$ cat src/verilog/dataflowPkg.sv
`default_nettype none

package dataflowPkg;

    ////////////////////////////////////////
    // token widths
    ////////////////////////////////////////
    localparam int DataWidth = 8;

    ////////////////////////////////////////
    // token types
    ////////////////////////////////////////
    typedef logic [DataWidth-1:0] dataT;  // data token
    typedef logic [0:0]           condT;  // branch condition token

endpackage

`default_nettype wire

$ cat src/verilog/bufferPkg.sv
`default_nettype none

package bufferPkg;

    // single slot of a half-buffer
    typedef enum logic {
        SlotEmpty = 1'b0,
        SlotFull  = 1'b1
    } slotStateT;

endpackage

`default_nettype wire

$ cat src/verilog/tehb.sv
`timescale 1ns/1ps
`default_nettype none

module tehb #(
    parameter int WIDTH = 8
) (
    input  logic             clk,
    input  logic             rstn,

    input  logic [WIDTH-1:0] inData,
    input  logic             inValid,
    output logic             inReady,

    output logic [WIDTH-1:0] outData,
    output logic             outValid,
    input  logic             outReady
);

    bufferPkg::slotStateT slotState;
    logic [WIDTH-1:0]     slotData;
    logic                 slotFull;
    logic                 capture;

    assign slotFull = (slotState == bufferPkg::SlotFull);
    assign capture  = !slotFull && inValid && !outReady;  // consumer stalls on a live token

    // bypass while empty
    assign inReady  = !slotFull;
    assign outValid = inValid || slotFull;
    assign outData  = slotFull ? slotData : inData;

    always_ff @(posedge clk) begin
        if (!rstn) begin
            slotState <= bufferPkg::SlotEmpty;
        end else if (capture) begin
            slotState <= bufferPkg::SlotFull;
        end else if (slotFull && outReady) begin
            slotState <= bufferPkg::SlotEmpty;  // stored token drains
        end
    end

    always_ff @(posedge clk) begin
        if (capture) begin
            slotData <= inData;
        end
    end

endmodule

`default_nettype wire

$ cat src/verilog/oehb.sv
`timescale 1ns/1ps
`default_nettype none

module oehb #(
    parameter int WIDTH = 8
) (
    input  logic             clk,
    input  logic             rstn,

    input  logic [WIDTH-1:0] inData,
    input  logic             inValid,
    output logic             inReady,

    output logic [WIDTH-1:0] outData,
    output logic             outValid,
    input  logic             outReady
);

    bufferPkg::slotStateT slotState;
    logic [WIDTH-1:0]     slotData;
    logic                 accept;

    assign outValid = (slotState == bufferPkg::SlotFull);
    assign outData  = slotData;
    assign inReady  = !outValid || outReady;  // slot frees up this cycle
    assign accept   = inValid && inReady;

    always_ff @(posedge clk) begin
        if (!rstn) begin
            slotState <= bufferPkg::SlotEmpty;
        end else if (accept) begin
            slotState <= bufferPkg::SlotFull;
        end else if (outReady) begin
            slotState <= bufferPkg::SlotEmpty;
        end
    end

    // every accepted token is registered
    always_ff @(posedge clk) begin
        if (accept) begin
            slotData <= inData;
        end
    end

endmodule

`default_nettype wire

$ cat src/verilog/elasticBuffer.sv
`timescale 1ns/1ps
`default_nettype none

module elasticBuffer #(
    parameter int WIDTH = 8
) (
    input  logic             clk,
    input  logic             rstn,

    input  logic [WIDTH-1:0] inData,
    input  logic             inValid,
    output logic             inReady,

    output logic [WIDTH-1:0] outData,
    output logic             outValid,
    input  logic             outReady
);

    // between the two half-buffers
    logic [WIDTH-1:0] midData;
    logic             midValid;
    logic             midReady;

    // tehb cuts the ready path
    tehb #(
        .WIDTH(WIDTH)
    ) tehb_inst (
        .clk     (clk),
        .rstn    (rstn),
        .inData  (inData),
        .inValid (inValid),
        .inReady (inReady),
        .outData (midData),
        .outValid(midValid),
        .outReady(midReady)
    );

    // oehb cuts the valid path
    oehb #(
        .WIDTH(WIDTH)
    ) oehb_inst (
        .clk     (clk),
        .rstn    (rstn),
        .inData  (midData),
        .inValid (midValid),
        .inReady (midReady),
        .outData (outData),
        .outValid(outValid),
        .outReady(outReady)
    );

endmodule

`default_nettype wire

$ cat src/verilog/eagerFork.sv
`timescale 1ns/1ps
`default_nettype none

module eagerFork #(
    parameter int OUTPUTS = 2
) (
    input  logic                 clk,
    input  logic                 rstn,

    input  dataflowPkg::dataT    inData,
    input  logic                 inValid,
    output logic                 inReady,

    output dataflowPkg::dataT    outData,
    output logic [OUTPUTS-1:0]   outValid,
    input  logic [OUTPUTS-1:0]   outReady
);

    logic [OUTPUTS-1:0] taken;      // output already has the current token
    logic [OUTPUTS-1:0] takenNext;
    logic [OUTPUTS-1:0] laneDone;   // taken earlier or taking now
    logic               tokenMoves;

    ////////////////////////////////////////
    // combinational side
    ////////////////////////////////////////
    assign outData  = inData;  // same token on every lane
    assign outValid = {OUTPUTS{inValid}} & ~taken;
    assign laneDone = taken | outReady;

    // AND reduction over all lanes
    assign inReady    = &laneDone;
    assign tokenMoves = inValid && inReady;

    always_comb begin
        if (tokenMoves) begin
            takenNext = '0;  // all lanes served, start fresh
        end else begin
            takenNext = taken | (outValid & outReady);
        end
    end

    ////////////////////////////////////////
    // taken flags
    ////////////////////////////////////////
    always_ff @(posedge clk) begin
        if (!rstn) begin
            taken <= '0;
        end else begin
            taken <= takenNext;
        end
    end

endmodule

`default_nettype wire

$ cat src/verilog/condBranch.sv
`timescale 1ns/1ps
`default_nettype none

module condBranch (
    input  dataflowPkg::dataT inData,
    input  logic              inValid,
    output logic              inReady,

    input  dataflowPkg::condT condIn,
    input  logic              condValid,
    output logic              condReady,

    output dataflowPkg::dataT trueData,
    output logic              trueValid,
    input  logic              trueReady,

    output dataflowPkg::dataT falseData,
    output logic              falseValid,
    input  logic              falseReady
);

    logic joinValid;
    logic selReady;

    // join of data and condition
    assign joinValid = inValid && condValid;

    assign trueValid  = joinValid && condIn[0];
    assign falseValid = joinValid && !condIn[0];
    assign trueData   = inData;
    assign falseData  = inData;

    assign selReady = condIn[0] ? trueReady : falseReady;

    // both sides acknowledged together
    assign inReady   = selReady && condValid;
    assign condReady = selReady && inValid;

endmodule

`default_nettype wire

$ cat src/verilog/dataflowTop.sv
`timescale 1ns/1ps
`default_nettype none

module dataflowTop (
    input  logic              clk,
    input  logic              rstn,

    input  dataflowPkg::dataT inData,
    input  logic              inValid,
    output logic              inReady,

    input  dataflowPkg::condT condIn,
    input  logic              condValid,
    output logic              condReady,

    output dataflowPkg::dataT trueData,
    output logic              trueValid,
    input  logic              trueReady,

    output dataflowPkg::dataT falseData,
    output logic              falseValid,
    input  logic              falseReady,

    output dataflowPkg::dataT tapData,
    output logic              tapValid,
    input  logic              tapReady
);

    dataflowPkg::dataT bufData;
    logic              bufValid;
    logic              bufReady;

    dataflowPkg::condT bufCond;
    logic              bufCondValid;
    logic              bufCondReady;

    dataflowPkg::dataT forkData;
    logic [1:0]        forkValid;   // lane 0 branch, lane 1 tap
    logic [1:0]        forkReady;

    ////////////////////////////////////////
    // input buffers
    ////////////////////////////////////////
    elasticBuffer #(
        .WIDTH(dataflowPkg::DataWidth)
    ) dataBuffer (
        .clk     (clk),
        .rstn    (rstn),
        .inData  (inData),
        .inValid (inValid),
        .inReady (inReady),
        .outData (bufData),
        .outValid(bufValid),
        .outReady(bufReady)
    );

    elasticBuffer #(
        .WIDTH(1)
    ) condBuffer (
        .clk     (clk),
        .rstn    (rstn),
        .inData  (condIn),
        .inValid (condValid),
        .inReady (condReady),
        .outData (bufCond),
        .outValid(bufCondValid),
        .outReady(bufCondReady)
    );

    ////////////////////////////////////////
    // fork and branch
    ////////////////////////////////////////
    eagerFork #(
        .OUTPUTS(2)
    ) dataFork (
        .clk     (clk),
        .rstn    (rstn),
        .inData  (bufData),
        .inValid (bufValid),
        .inReady (bufReady),
        .outData (forkData),
        .outValid(forkValid),
        .outReady(forkReady)
    );

    condBranch branchUnit (
        .inData    (forkData),
        .inValid   (forkValid[0]),
        .inReady   (forkReady[0]),
        .condIn    (bufCond),
        .condValid (bufCondValid),
        .condReady (bufCondReady),
        .trueData  (trueData),
        .trueValid (trueValid),
        .trueReady (trueReady),
        .falseData (falseData),
        .falseValid(falseValid),
        .falseReady(falseReady)
    );

    assign tapData      = forkData;  // tap lane
    assign tapValid     = forkValid[1];
    assign forkReady[1] = tapReady;

endmodule

`default_nettype wire

$ cat config.mk
export PLATFORM = sky130hd
export DESIGN_NAME = dataflowTop
export DESIGN_NICKNAME = d
export VERILOG_FILES = /design/src/verilog/dataflowPkg.sv /design/src/verilog/bufferPkg.sv /design/src/verilog/tehb.sv /design/src/verilog/oehb.sv /design/src/verilog/elasticBuffer.sv /design/src/verilog/eagerFork.sv /design/src/verilog/condBranch.sv /design/src/verilog/dataflowTop.sv
export SDC_FILE = /design/constraint.sdc
export NUM_CORES = 1
export LEC_CHECK = 0
export BUFFER_PORTS_ARGS = -buffer_cell sky130_fd_sc_hd__buf_4
export CAP_MARGIN = 0
export CORE_ASPECT_RATIO = 0.7
export CORE_MARGIN = 1.5
export CORE_UTILIZATION = 47
export DETAILED_ROUTE_END_ITERATION = 6
export PLACE_DENSITY = 0.78
export SLEW_MARGIN = 20
export SYNTH_ARGS = -nofsm -noshare
export SYNTH_HDL_FRONTEND = slang
export SYNTH_SLANG_ARGS = --single-unit
export TNS_END_PERCENT = 50
$ cat constraint.sdc
create_clock -name clk -period 1.8 [get_ports clk]
set_input_delay 0.36 -clock clk [delete_from_list [all_inputs] [get_ports clk]]
set_output_delay 0.36 -clock clk [all_outputs]
set_load 0.03 [all_outputs]
Word level (Yosys, flattened, before mapping):

Index checks and enable logic that the tools add are counted.

* bits in registers: 24
* latch bits: 0
* bits in writable memories: 0
* bits in read-only memories: 0
* output and inout port bits: 29
* word-level logic and storage cells: 57
* memories kept: 0

* add/subtract/negate cells: 0
* $mul: 0
* divide/modulo/power cells: 0
* order comparisons: 0
* equal/unequal tests: 0
* shifts and indexed selects: 0
* muxes and demuxes: 11
* bitwise logic cells: 6
* reduce and logical (&&, ||, !) cells: 31

Operators with widths (number)
* $logic_and 1x1->1: 14
* $mux 1: 10
* $mux 8: 1
* $reduce_bool 2->1: 4
* $logic_not 1->1: 7
* $and 2x2->2: 2
* $logic_or 1x1->1: 4
* $or 2x2->2: 2
* $not 2->2: 1
* $reduce_and 2->1: 1
* $reduce_or 2->1: 1
* $not 1->1: 1

Depth between registers and ports, before layout:

* word-level depth: 8
* gate-level depth with buffers: 3
* depth with buffers taken out: 3

Modules after synthesis:

Synthesis repeated with hierarchy kept, for this count alone.

* cells, all modules: 89
* area total of the unflattened synthesis: 1207.4 µm²

Modules (own cells, without submodules)
* tehb (dataBuffer.tehb_inst): times used 1, cells each 22, area an instance 417.9 µm², seq. area each 260.2 µm²
* oehb (dataBuffer.oehb_inst): times used 1, cells each 13, area an instance 297.8 µm², seq. area each 260.2 µm²
* eagerFork: times used 1, cells each 19, area an instance 158.9 µm², seq. area each 40.0 µm²
* condBranch: times used 1, cells each 22, area an instance 157.7 µm², seq. area each 0.0 µm²
* oehb (condBuffer.oehb_inst): times used 1, cells each 6, area an instance 87.6 µm², seq. area each 50.0 µm²
* tehb (condBuffer.tehb_inst): times used 1, cells each 7, area an instance 87.6 µm², seq. area each 50.0 µm²

Worst setup path before layout:

Ideal clock, no wire load.

* path type: reg2reg
* start point: register condBuffer.oehb_inst.slotData (netlist: condBuffer.oehb_inst.outData)
* end point: register dataBuffer.tehb_inst.slotData[0], enable pin
* library setup time: 0.370 ns
* arrival time: 1.298 ns
* path slack: 0.133 ns
* stages on the path, launching flop included: 4
* buffers on the path: 0
* period minus slack after synthesis: 1.667 ns
* cell sequence: edfxtp_1 -> mux2i_2 -> o211ai_4 -> nor3b_2

* cells in the longest elaborated chain, start to end: 7

Ends and longest elaborated chain
* start, declared: RTL line oehb.sv:20 `logic [WIDTH-1:0] slotData;`
* start signal, assigned: RTL line oehb.sv:41 `slotData <= inData;`
* $mux 1: RTL line condBranch.sv:33 `assign selReady = condIn[0] ? trueReady : falseReady;`
* $logic_and 1x1->1: RTL line condBranch.sv:36 `assign inReady = selReady && condValid;`
* $or 2x2->2: RTL line eagerFork.sv:29 `assign laneDone = taken | outReady;`
* $reduce_and 2->1: RTL line eagerFork.sv:32 `assign inReady = &laneDone;`
* $logic_or 1x1->1: RTL line oehb.sv:25 `assign inReady = !outValid || outReady;`
* $logic_not 1->1: RTL line tehb.sv:25 `assign capture = !slotFull && inValid && !outReady;`
* $logic_and 1x1->1: RTL line tehb.sv:25
* via dataBuffer.tehb_inst.capture: RTL line tehb.sv:22 `logic capture;`
* end signal, assigned: RTL line tehb.sv:44 `slotData <= inData;`
* end, declared: RTL line tehb.sv:20 `logic [WIDTH-1:0] slotData;`

The timed path passes the listed nets, and every way through them passes these cells.
A chain may end at the register's enable or synchronous reset.

Worst setup path after layout:

* start point: register condBuffer.oehb_inst.slotData (netlist: condBuffer.oehb_inst.outData)
* end point: register dataBuffer.oehb_inst.slotData[6] (netlist: dataBuffer.oehb_inst.outData[6]), enable pin

* cells in the longest elaborated chain, start to end: 6

Ends and longest elaborated chain
* $mux 1: RTL line condBranch.sv:33
* $logic_and 1x1->1: RTL line condBranch.sv:36
* $or 2x2->2: RTL line eagerFork.sv:29
* $reduce_and 2->1: RTL line eagerFork.sv:32
* $logic_or 1x1->1: RTL line oehb.sv:25
* $logic_and 1x1->1: RTL line oehb.sv:26 `assign accept = inValid && inReady;`
* via dataBuffer.oehb_inst.accept: RTL line oehb.sv:21 `logic accept;`
* end signal, assigned: RTL line oehb.sv:41
* end, declared: RTL line oehb.sv:20

The timed path passes the listed nets, and every way through them passes these cells.

==> results by group <==
Power
  • Switching part of the total: 26.2%
  • IR drop worst, VDD: 0.000599 V
  • Logic pwr share: 20.9%
  • Sequential power share: 50.2%
  • Clock Power Share: 28.8%
  • Static Leak: 0.572 nW
  • Pwr Density: 936 nW/um^2
  • Total power: 1.32 mW
  • NetSw: 0.347 mW
  • Cell Int Power: 0.977 mW

Detailed routing
  • DRT iter0 DRCs: 14
  • DRT antenna net count: 0
  • DRC: 0
  • WL/cell: 12.8 um
  • Vias: 667
  • DRT Pass-1 Iters: 4
  • DRT Wirelength: 1.84 mm
  • Vias/cell: 4.66

Placement
  • Gpl congestion: 0.824
  • Hpwl dp: 1.36 mm
  • Port-buffer cells: 44

STA
  • Setup TNS: 0 ps
  • Fmax: 611 MHz
  • Post-Route Skew: 2.82 ps
  • Slew at the pin closest to its max-slew limit: 497 ps
  • Crit path time final: 1640 ps
  • Final period util: 90.9%
  • Hold Fails Final Rpt: 0
  • Slew Viols, Final: 0
  • RSZ-0062 raised after global routing: false
  • Relative slew margins: 66.9%
  • Setup Viol. Count Final: 0

Worst setup path
  • WP data required: 1790 ps
  • Startpoint types: flop
  • CP Launch Point: condBuffer.oehb_inst.outData
  • CP peak stage delay: 450 ps
  • CP delay by family, top: compound AO/OA/AOI/OAI gates
  • CP cell instances: mux2i_2 > o211ai_4 > o21a_1
  • Worst endpoint data arrival time: 1630 ps
  • FF-to-FF Start: condBuffer.oehb_inst.outData
  • Setup CP Type: reg -> reg
  • Crit path max fanout: 8
  • Critical path's slowest cell: edfxtp_1
  • CP bufs+invs: 0
  • CP endpoint kind: flop

Finish
  • Share of layout cells above drive strength 1: 60.4%
  • Layout area overhead: 27.7%
  • Fillers: 168
  • Nets@finish: 128
  • Ant. Diodes: 0
  • Most frequent cells in the layout: buf_4 (45), edfxtp_1 (18), mux2_2 (9), dfxtp_1 (5), nor3b_2 (4)
  • Most common cell after layout, fill and taps aside: buf_4

Clock tree
  • Max clock buf depth: 2
  • Clock sink total: 24
  • CTS root buffer: clkbuf_4
  • Skew-Pair Late Insertion Delay: 310 ps
  • H-tree Lvls: 1
  • Inserted Clock Buffers: 3
  • Worst-path clk slew: 120 ps
  • CTS tree: done

GRT
  • GRT Util Overall: 15.9%
  • Vias in the first global route: 639
  • First-pass GRT wire length: 2.89 mm
  • Total gr overflow: 0
  • Largest net degree at the start of global routing: 15
  • Antenna violations before repair: 0

Min path
  • Hold Startpoint: condIn
  • Worst min path class: in -> reg

Logic synthesis
  • Cell Area, Synth: 1110 um^2
  • Mean area per synthesized cell: 14.0 um^2
  • Yosys cell types: 23
  • Yosys top cell area share: 48.8%
  • Cells after Synth: 79
  • Number of synthesis warnings: 0
  • Synth Register Bits: 24
  • Main area contributors after synthesis: edfxtp_1 (49%), dfxtp_1 (11%), buf_4 (11%)
  • Mapped Nets: 95
  • Leading area contributor after synthesis: edfxtp_1
  • Sequential share of the synthesized area: 59.7%

Floorplan
  • Core ar.: 2190 um^2
  • # rows: 14
  • Initial Util: 50.6%
  • Die Y: 43.6 um
  • Top Ports: 45
  • Die area: 2660 um^2
  • Die Width: 61.0 um

Run
  • Max Cap Violations: 0

Run status
  • Status: complete, no violations
[cell usage after synthesis]
library cell	number
a21boi_0	1
a21boi_1	1
a21oi_1	1
and4b_2	1
buf_2	1
buf_4	16
dfxtp_1	6
edfxtp_1	18
inv_1	2
mux2_2	9
mux2i_2	1
nand2_1	3
nand2b_1	1
nor2_1	3
nor2b_1	1
nor3_1	1
nor3b_1	1
nor3b_2	4
o211a_1	1
o211ai_4	1
o21a_1	2
o21ai_0	3
o21ai_2	1
[worst reg2reg max path, delay by kind of cell, from the launching register on]
family	cells	cell delay [ps]
compound gates	2	650
flops	1	450
mux	1	210
[worst paths after layout]
check / end / slack, ps / cells past startpoint
min: condBuffer.tehb_inst.slotData / 220 / 1
max: dataBuffer.oehb_inst.outData[6] / 160 / 3
max reg2reg: dataBuffer.oehb_inst.outData[6] / 160 / 3
min reg2reg: dataBuffer.oehb_inst.outData[6] / 560 / 1
[metal layers]
| metal | track usage (%) | vias up | wire [um] |
|---|---|---|---|
| met3 | 7.16 | 0 | 115 |
| met5 | 0 | - | 0 |
| met1 | 19.3 | 312 | 812 |
| li1 | - | 332 | - |
| met4 | 3.91 | 0 | 0 |
| met2 | 26.0 | 23 | 907 |
[layout make-up]
type                       instances  area (um^2)  area share, %
clock buffer                       3         22.5           1.59
multi-input combinational         36          314           22.2
tap                               32         40.0           2.83
clock inverter                     1         30.0           2.12
timing repair buffer              45          338           23.9
sequential                        24          662           46.8
inverter                           2         7.51          0.531
[per-stage QoR]
stage / setup slack [ps] / utilization, % / instances / cell area [um^2] / hold WS, ps
after floorplan: 133 / - / 79 / 1110 / 459
after global placement: 205 / 62.1 / 139 / 1360 / 530
after detailed placement: 121 / 62.1 / 139 / 1360 / 532
after CTS: 86.8 / 64.5 / 143 / 1410 / 212
after global routing: 42.6 / 64.6 / 143 / 1410 / 199
final: 165 / 64.6 / 143 / 1410 / 219
[state kept, by name (all words and copies together), names as in the netlist]
name / count
condBuffer.oehb_inst.outData: 1
condBuffer.oehb_inst.outValid: 1
condBuffer.tehb_inst.slotData: 1
condBuffer.tehb_inst.slotFull: 1
dataBuffer.oehb_inst.outData: 8
dataBuffer.oehb_inst.outValid: 1
dataBuffer.tehb_inst.slotData: 8
dataBuffer.tehb_inst.slotFull: 1
dataFork.taken: 2
[kinds of logic after synthesis]
family / after synthesis / synth area share, %
AO/OA/AOI/OAI: 11 / 8.14
buffers and inverters: 19 / 12.0
flip-flops: 24 / 59.7
multiplexers: 10 / 10.4
AND/OR/NAND/NOR: 15 / 9.83
[power groups by stage]
stage               sequential [mW]  combinational (mW)  clock [mW]
floorplan                     0.698               0.175           0
global placement              0.675               0.274           0
detailed placement            0.677               0.278           0
CTS                           0.665               0.280       0.392
global route                  0.672               0.293       0.413
finish                        0.665               0.277       0.381
[repair_timing]
| action | in CTS | in global routing |
|---|---|---|
| buffers inserted | 0 | 0 |
| hold endpoints to repair | 0 | 0 |
| gates resized for setup | 0 | 1 |
| setup endpoints to repair | 0 | 1 |
| hold buffers | 0 | 0 |
Power figures use the tool's default switching activity.
